File: src/hw/mmio_map_pkg.sv
`default_nettype none

package mmio_map_pkg;

    // CPU side widths
    typedef logic [31:0] addr_t;
    typedef logic [31:0] word_t;
    typedef logic [4:0]  button_t;
    typedef logic [1:0]  app_t;

    typedef enum logic [1:0] {
        region_ram,
        region_key,
        region_display,
        region_none
    } region_t;

    // Address map
    localparam addr_t ram_base      = 32'h0000_0000;
    localparam addr_t ram_last      = 32'h0000_03FF;
    localparam addr_t key_addr      = 32'h0000_8000;
    localparam addr_t display_base  = 32'h0000_9000;
    localparam addr_t display_last  = 32'h0000_90FF;

    // Value returned for reads that hit nothing
    localparam word_t unmapped_word  = 32'hDEADBEEF;
    localparam int    key_valid_bit  = 31;
    localparam int    ram_words      = 256;
    localparam int    ram_index_bits = $clog2(ram_words);

endpackage

`default_nettype wire

File: src/hw/wb_pkg.sv
`default_nettype none

package wb_pkg;

    // Bus address and byte selects
    typedef logic [31:0] wb_addr_t;
    typedef logic [3:0]  wb_sel_t;

    // Manager cycle states
    typedef enum logic [1:0] {
        mgr_idle,
        mgr_bus,
        mgr_done
    } mgr_state_t;

endpackage

`default_nettype wire

File: src/hw/ack_center.sv
`default_nettype none

module ack_center (
    input  mmio_map_pkg::region_t region,
    input  logic                  mem_read,
    input  logic                  mem_write,
    input  logic                  ram_done,
    input  logic                  display_ack,
    output logic                  d_ack,
    output logic                  i_ack,
    output logic                  key_read_done
);
    import mmio_map_pkg::*;

    logic access;

    assign access = mem_read | mem_write;

    always_comb begin
        d_ack = 1'b0;
        i_ack = 1'b0;
        case (region)
            region_ram: begin
                d_ack = ram_done;
                i_ack = ram_done & mem_read;
            end
            // Display reads complete at once with the unmapped word
            region_display: d_ack = mem_write ? display_ack : mem_read;
            default:        d_ack = access;
        endcase
    end

    assign key_read_done = (region == region_key) & mem_read & d_ack;

endmodule

`default_nettype wire

File: src/hw/address_decoder.sv
`default_nettype none

module address_decoder (
    input  mmio_map_pkg::addr_t   address,
    input  logic                  mem_read,
    input  logic                  mem_write,
    output logic                  ram_en,
    output logic                  key_en,
    output logic                  wen,
    output mmio_map_pkg::region_t region
);
    import mmio_map_pkg::*;

    logic access;
    logic in_ram;
    logic in_key;
    logic in_display;

    assign access = mem_read | mem_write;

    // Window compares against the map
    assign in_ram     = (address >= ram_base) && (address <= ram_last);
    assign in_key     = (address == key_addr);
    assign in_display = (address >= display_base) && (address <= display_last);

    assign ram_en = in_ram & access;
    // Keypad is read only
    assign key_en = in_key & mem_read;
    assign wen    = in_display & mem_write;

    always_comb begin
        if (in_ram) begin
            region = region_ram;
        end else if (in_key) begin
            region = region_key;
        end else if (in_display) begin
            region = region_display;
        end else begin
            region = region_none;
        end
    end

endmodule

`default_nettype wire

File: src/hw/keypad_register.sv
`default_nettype none

module keypad_register (
    input  logic                  clk,
    input  logic                  reset,
    input  mmio_map_pkg::button_t button_pressed,
    input  mmio_map_pkg::app_t    app,
    input  logic                  rising,
    input  logic                  key_read_done,
    output mmio_map_pkg::word_t   data_out
);
    import mmio_map_pkg::*;

    button_t button_q;
    app_t    app_q;
    logic    valid_q;

    // A new strobe wins over a read in the same cycle
    always_ff @(posedge clk) begin
        if (reset) begin
            valid_q <= 1'b0;
        end else if (rising) begin
            valid_q <= 1'b1;
        end else if (key_read_done) begin
            valid_q <= 1'b0;
        end
    end

    // Key fields only change on a strobe
    always_ff @(posedge clk) begin
        if (reset) begin
            button_q <= '0;
            app_q    <= '0;
        end else if (rising) begin
            button_q <= button_pressed;
            app_q    <= app;
        end
    end

    // Valid bit on top with app above button
    always_comb begin
        data_out                = '0;
        data_out[4:0]           = button_q;
        data_out[6:5]           = app_q;
        data_out[key_valid_bit] = valid_q;
    end

endmodule

`default_nettype wire

File: src/hw/mmio.sv
`default_nettype none

module mmio (
    input  logic                  clk,
    input  logic                  reset,

    // CPU
    input  mmio_map_pkg::addr_t   final_address,
    input  mmio_map_pkg::word_t   mem_store,
    input  logic                  mem_read,
    input  logic                  mem_write,
    output logic                  i_ack,
    output logic                  d_ack,
    output mmio_map_pkg::word_t   instruction,
    output mmio_map_pkg::word_t   memload,

    // Keypad
    input  mmio_map_pkg::button_t button_pressed,
    input  mmio_map_pkg::app_t    app,
    input  logic                  rising,

    // Display
    output mmio_map_pkg::addr_t   display_address,
    output mmio_map_pkg::word_t   mem_store_display,
    input  logic                  d_ack_display,
    output logic                  wen,

    // Wishbone to the RAM
    output wb_pkg::wb_addr_t      wb_adr,
    output mmio_map_pkg::word_t   wb_dat_w,
    output wb_pkg::wb_sel_t       wb_sel,
    output logic                  wb_we,
    output logic                  wb_stb,
    output logic                  wb_cyc,
    input  logic                  wb_ack,
    input  mmio_map_pkg::word_t   wb_dat_r
);
    import mmio_map_pkg::*;

    logic    ram_en;
    logic    key_en;
    logic    ram_done;
    logic    key_read_done;
    region_t region;
    word_t   ram_data;
    word_t   key_data;

    address_decoder decoder0 (
        .address   (final_address),
        .mem_read  (mem_read),
        .mem_write (mem_write),
        .ram_en    (ram_en),
        .key_en    (key_en),
        .wen       (wen),
        .region    (region)
    );

    // Only RAM-window requests reach the bus
    wishbone_manager manager0 (
        .clk       (clk),
        .reset     (reset),
        .read_req  (mem_read & ram_en),
        .write_req (mem_write & ram_en),
        .address   (final_address),
        .cpu_dat_w (mem_store),
        .cpu_dat_r (ram_data),
        .done      (ram_done),
        .wb_adr    (wb_adr),
        .wb_dat_w  (wb_dat_w),
        .wb_sel    (wb_sel),
        .wb_we     (wb_we),
        .wb_stb    (wb_stb),
        .wb_cyc    (wb_cyc),
        .wb_ack    (wb_ack),
        .wb_dat_r  (wb_dat_r)
    );

    keypad_register keypad0 (
        .clk            (clk),
        .reset          (reset),
        .button_pressed (button_pressed),
        .app            (app),
        .rising         (rising),
        .key_read_done  (key_read_done),
        .data_out       (key_data)
    );

    ack_center ack0 (
        .region        (region),
        .mem_read      (mem_read),
        .mem_write     (mem_write),
        .ram_done      (ram_done),
        .display_ack   (d_ack_display),
        .d_ack         (d_ack),
        .i_ack         (i_ack),
        .key_read_done (key_read_done)
    );

    // Load data select
    always_comb begin
        if (ram_en) begin
            memload = ram_data;
        end else if (key_en) begin
            memload = key_data;
        end else begin
            memload = unmapped_word;
        end
    end

    assign instruction       = memload;
    assign display_address   = final_address;
    assign mem_store_display = mem_store;

endmodule

`default_nettype wire

File: src/hw/wishbone_manager.sv
`default_nettype none

module wishbone_manager (
    input  logic                clk,
    input  logic                reset,
    input  logic                read_req,
    input  logic                write_req,
    input  mmio_map_pkg::addr_t address,
    input  mmio_map_pkg::word_t cpu_dat_w,
    output mmio_map_pkg::word_t cpu_dat_r,
    output logic                done,
    output wb_pkg::wb_addr_t    wb_adr,
    output mmio_map_pkg::word_t wb_dat_w,
    output wb_pkg::wb_sel_t     wb_sel,
    output logic                wb_we,
    output logic                wb_stb,
    output logic                wb_cyc,
    input  logic                wb_ack,
    input  mmio_map_pkg::word_t wb_dat_r
);
    import wb_pkg::*;

    mgr_state_t state;
    mgr_state_t state_next;
    logic       start;

    assign start = (state == mgr_idle) && (read_req || write_req);

    always_comb begin
        state_next = state;
        case (state)
            mgr_idle: begin
                if (read_req || write_req) begin
                    state_next = mgr_bus;
                end
            end
            mgr_bus: begin
                if (wb_ack) begin
                    state_next = mgr_done;
                end
            end
            // One cycle of done and back to idle whatever the request
            mgr_done: state_next = mgr_idle;
            default:  state_next = mgr_idle;
        endcase
    end

    always_ff @(posedge clk) begin
        if (reset) begin
            state <= mgr_idle;
        end else begin
            state <= state_next;
        end
    end

    always_ff @(posedge clk) begin
        if (reset) begin
            wb_we <= 1'b0;
        end else if (start) begin
            wb_we <= write_req;
        end
    end

    // Address and store data captured once per cycle
    always_ff @(posedge clk) begin
        if (start) begin
            wb_adr   <= address;
            wb_dat_w <= cpu_dat_w;
        end
    end

    always_ff @(posedge clk) begin
        if ((state == mgr_bus) && wb_ack && !wb_we) begin
            cpu_dat_r <= wb_dat_r;
        end
    end

    // Full word accesses only
    assign wb_sel = 4'hF;
    assign wb_cyc = (state == mgr_bus);
    assign wb_stb = (state == mgr_bus);
    assign done   = (state == mgr_done);

endmodule

`default_nettype wire

File: config.mk
export PLATFORM = sky130hd
export DESIGN_NAME = mmio
export DESIGN_NICKNAME = d
export VERILOG_FILES = /design/src/hw/mmio_map_pkg.sv /design/src/hw/wb_pkg.sv /design/src/hw/ack_center.sv /design/src/hw/address_decoder.sv /design/src/hw/keypad_register.sv /design/src/hw/mmio.sv /design/src/hw/wishbone_manager.sv
export SDC_FILE = /design/constraint.sdc
export NUM_CORES = 1
export LEC_CHECK = 0
export BUFFER_PORTS_ARGS = -buffer_cell sky130_fd_sc_hd__buf_2
export CAP_MARGIN = 10
export CORE_AREA = 8 8 116 118
export DETAILED_ROUTE_END_ITERATION = 12
export DIE_AREA = 0 0 124 126
export PLACE_DENSITY = 0.73
export SLEW_MARGIN = 25
export SYNTH_ARGS = -nofsm -noshare
export SYNTH_HDL_FRONTEND = slang
export SYNTH_SLANG_ARGS = --single-unit
export TNS_END_PERCENT = 30
File: constraint.sdc
create_clock -name clk -period 18.77 [get_ports clk]
set_clock_uncertainty 0.1 [all_clocks]
set_input_delay 1.877 -clock clk [delete_from_list [all_inputs] [get_ports clk]]
set_output_delay 1.877 -clock clk [all_outputs]
set_load 0.005 [all_outputs]
# After elaboration in Yosys (flattened, before gate mapping)
# Cells that the tools add are included.
# op_classes
magnitude_cmp	4
n_eq_ne	7
mux	13
bitwise	9
reduce_logical	11
# op_table
operator	n
$mux 32	2
$eq 32x16->1 const B	1
$ge 32x1->1 const B	1
$ge 32x16->1 const B	1
$le 32x10->1 const B	1
$le 32x16->1 const B	1
$and 1x1->1	8
$mux 2	4
$logic_and 1x1->1	5
$mux 1	5
$eq 2x1->1 const B	2
$eq 2x2->1 const B	2
$logic_not 2->1	2
$pmux 2 s2	1
$ne 2x1->1 const B	1
$ne 2x2->1 const B	1
$pmux 1 s2	1
$reduce_and 2->1	1
$reduce_bool 2->1	1
$logic_not 1->1	1
$logic_or 1x1->1	1
$or 1x1->1	1
# word_totals
register_bits	107
in_bits	110
elab_cells	52

# Longest topological paths before layout
# logic_depth
word_depth	10
ltp_mapped	7
depth_no_buf	4

# Hierarchy
# Synthesis repeated with hierarchy kept, for this count alone.
# hier_totals
hier_cells	369
hier_area_um2	5106.1
# modules_own_cells
module	instances	cells_each	area_each_um2	seq_area_each_um2
wishbone_manager	1	118	3067.9	2942.8
mmio	1	166	1327.5	0.0
keypad_register	1	53	478.0	160.2
address_decoder	1	24	182.7	0.0
ack_center	1	8	50.0	0.0

# Worst setup path after synthesis
# Ideal clock, no wire load.
# synth_timing
path_type	input to register
from	in final_address[22]
to	reg manager0.wb_we
setup_time_ns	0.345
arrival_time_ns	7.459
path_slack_ns	10.865
path_stages	4
path_buffers	0
path_cell_list	nor4_2 nand3_2 nor3b_1 mux2i_1
# synth_via
elab_chain_len	6
# synth_rtl
item	line_no	text
from (decl)	mmio.sv:8	input mmio_map_pkg::addr_t final_address,
$ge 32x1->1 / $le 32x10->1 (equally long branches)	address_decoder.sv:22	assign in_ram = (address >= ram_base) && (address <= ram_last);
$logic_and 1x1->1 (*)	address_decoder.sv:22	
$and 1x1->1 (*)	address_decoder.sv:26	assign ram_en = in_ram & access;
$and 1x1->1 (on tied branches)	mmio.sv:62, mmio.sv:63	
$logic_or 1x1->1 (*)	wishbone_manager.sv:27	assign start = (state == mgr_idle) && (read_req || write_req);
$logic_and 1x1->1 (*)	wishbone_manager.sv:27	
named net manager0.start	wishbone_manager.sv:25	logic start;
to (signal assigned)	wishbone_manager.sv:60	wb_we <= write_req;
to (decl)	wishbone_manager.sv:15	output logic wb_we,
# The timed path passes the listed nets; every way through them passes the cells marked *.
# A chain may end at the register's enable or synchronous reset.

# Worst setup path after layout
# layout_timing
from	in final_address[7]
to	out memload[4]
# layout_via
elab_chain_len	4
# layout_rtl
item	line_no	text
$ge 32x1->1, or another cell as far along	address_decoder.sv:22	
$logic_and 1x1->1 / $and 1x1->1 (equally long branches)	address_decoder.sv:22, address_decoder.sv:28	
$and 1x1->1 / $mux 32 (equally long branches)	address_decoder.sv:26, mmio.sv:103	
$mux 32 (*)	mmio.sv:101	if (ram_en) begin
to (decl)	mmio.sv:15	output mmio_map_pkg::word_t memload,
# Mark *: on every way between the ends. The rest lies on a longest branch, timed or not.

==> flow_summary.toml <==
[clock_tree]
h-tree-depth = 3
root_buffer = "clkbuf_16"
numCtsBuffers = 9
postCtsSetupRepairBufs = 0
cts.path.max_buffers = 2
cts_resized = 0
clk_pin_slew_ns = 0.07
cts_hold_buf = 0
cts_tree = "yes"
insertion_delay_ns = 0.33
clock-sinks = 107

[sta]
setup_viol = 0
fmax_ghz = 0.166
fin_ws_ns = 12.75
finalCriticalPeriod_ns = 6.02
tightest_slew_ns = 0.966
finalCritPeriodShare_pct = 32.1
finalSetupTns_ns = 0
relSlewSlack_pct = 35.6
hold_viol_final = 0
slew_viol_final = 0
rsz0062_at_grt = "false"

[synthesis]
ys.flop_type = "edfxtp_1"
yosys.area.top_type = "edfxtp_1"
yosys-top-cells-area = "edfxtp_1, buf_4, dfxtp_1"
syn-cell-area_um2 = 4550
synth_seq_cells = 107
synth_edf_count = 96
yosysSeqAreaShare_pct = 68.2
synth.distinct_cells = 32
avgSynthCellArea_um2 = 15.0
synthArstFlopShare_pct = 0
yosys_warnings = 0
syn_inst = 304
synth_top_cell_area_share_pct = 63.3

[run_status]
outcome = "finished, final reports clean"

[run]
max_cap_viol_count = 0

[die]
placementRows = 40
core_um2 = 11700
io_pins = 312
die-area_um2 = 15600
dieHeight_um = 126
initial_core_util_pct = 38.9
die_w_um = 124

[routing]
drt-total-wl_um = 13700
drt_pass1_iterations = 4
vias_per_cell = 4.66
avgRoutedWirePerCell_um = 20.5
vias = 3114
drtIter0Drc = 176
ant_nets = 0
drc = 0

[worst_setup_path]
cp_max_fo = 25
worstPathArrival_ns = 4.04
required_ns = 16.79
r2r-start = "manager0.state[0]"
reg2reg_setup_slack_ns = 16.63
worst_setup_path_end_kind = "output pin"
start_kind = "input port"
r2r-end = "manager0.cpu_dat_r[31]"
ff2ff_path_depth = 3
worstSetupPathType = "input port to output pin"

[layout]
syn_to_final_growth_pct = 27.3
drive_gt1_share_pct = 63.9
finalNetCount = 627
design_area_um2 = 5790
diodes = 0

[power_and_ir_drop]
ir_drop_mv = 0.0465
p_per_area_nw_per_um2 = 84.1
p_leak_uw = 0.00246
power_uw = 487

[placement]
postPlaceCellArea_um2 = 5480
place_ws_ns = 12.69
numPortBuffers = 307
dp_hpwl_um = 11200
place_congestion = 0.789

[worst_hold_path]
whs_endpoint = "keypad0.valid_q"
hp-class = "register to register"
worstHoldPathCells = 2
min_from = "keypad0.valid_q"

[global_route]
grt_start_max_net_pins = 65
grt_overflow_total = 0
grt_pass1_wl_um = 18800
grt_pass1_vias = 3234
antenna_found_initial = 1
grt_use_total_pct = 16.3
routing by layer:
layer | global-route usage [%] | part of all wire, % | wire (µm) | up-vias
met3 | 5.63 | 12 | 1650 | 14
met2 | 29.6 | 52 | 7160 | 201
met4 | 5.67 | 1.1 | 156 | 2
met5 | 0 | 0.087 | 12 | -
met1 | 16.7 | 35 | 4740 | 1479
li1 | - | - | - | 1418
cell type report:
class	count	area, µm²
fill	1004	5920
timing repair buffer	308	1540
inverter	3	11.3
multi-input combinational	88	637
tap	147	184
clock inverter	6	88.8
clock buffer	9	225
sequential	107	3100
cells by family (layout without fill, tap and decap cells):
logic type      Yosys count  in the layout  synth area share, %
compound gates           30             30                 5.17
buf+inv                 112            326                 18.3
flops                   107            107                 68.2
mux                       8              8                 1.76
other cells               1              4               0.0824
simple gates             46             46                 6.46
stage by stage:
stage	hold slack, ns	utilization, %	instances
after floorplan	0.349	-	307
after global placement	0.371	46.8	653
after detailed placement	0.385	46.8	653
after CTS	0.397	49.5	668
after global routing	0.414	49.5	668
final	0.387	49.5	668
placed cells by master (no fill, tap or decap), drive strengths merged, types with 2 or more instances in the layout:
master,instances
edfxtp,96
nor3,4
nand2b,2
dfxtp,11
o22a,7
o22ai,2
inv,5
nand3,2
or3,2
bufinv,2
conb,4
clkbuf,9
o21a,17
nor4,8
mux2i,8
nor2,12
or4b,2
nand2,2
buf,308
and2,7
worst max path at each step:
stage                                 to  slack, ns         startpoint  cells after the start
final                         memload[4]      12.75   final_address[7]                      6
after floorplan           manager0.wb_we      10.87  final_address[22]                      4
after global routing      instruction[4]      12.59   final_address[7]                      6
after detailed placement      memload[4]      12.69   final_address[7]                      6
after global placement    instruction[4]      12.74   final_address[7]                      6
after CTS                     memload[4]      12.68   final_address[7]                      6
report_power, final:
part / total [µW] / internal, µW / switching (µW)
Sequential: 260 / 260 / 0.594
Clock: 198 / 117 / 81.6
Combinational: 28.6 / 14.3 / 14.2
Total: 487 / 391 / 96.5
worst max-delay path: stages:
cell	delay (ns)
buf_2	0.14
nor4_1	0.60
nand4b_1	0.20
or3_1	0.70
o22ai_1	0.34
buf_2	0.17
cells in the mapped netlist (2+ instances only):
library cell / n
clkbuf_1: 2
buf_6: 4
nor4_2: 5
nor3_1: 4
buf_4: 102
or4b_2: 2
nor4_1: 3
nor2_1: 12
mux2i_1: 8
nand2b_1: 2
inv_1: 3
dfxtp_1: 11
edfxtp_1: 96
o22a_1: 7
or3_1: 2
nand2_1: 2
and2_1: 7
o21a_1: 17
o22ai_1: 2
flip-flops by register name (all words and copies together), names as in the netlist:
name / cells
keypad0.app_q: 2
keypad0.button_q: 5
keypad0.valid_q: 1
manager0.cpu_dat_r: 32
manager0.state: 2
manager0.wb_adr: 32
manager0.wb_dat_w: 32
manager0.wb_we: 1
No activity file was read; power rests on OpenSTA's default activity.
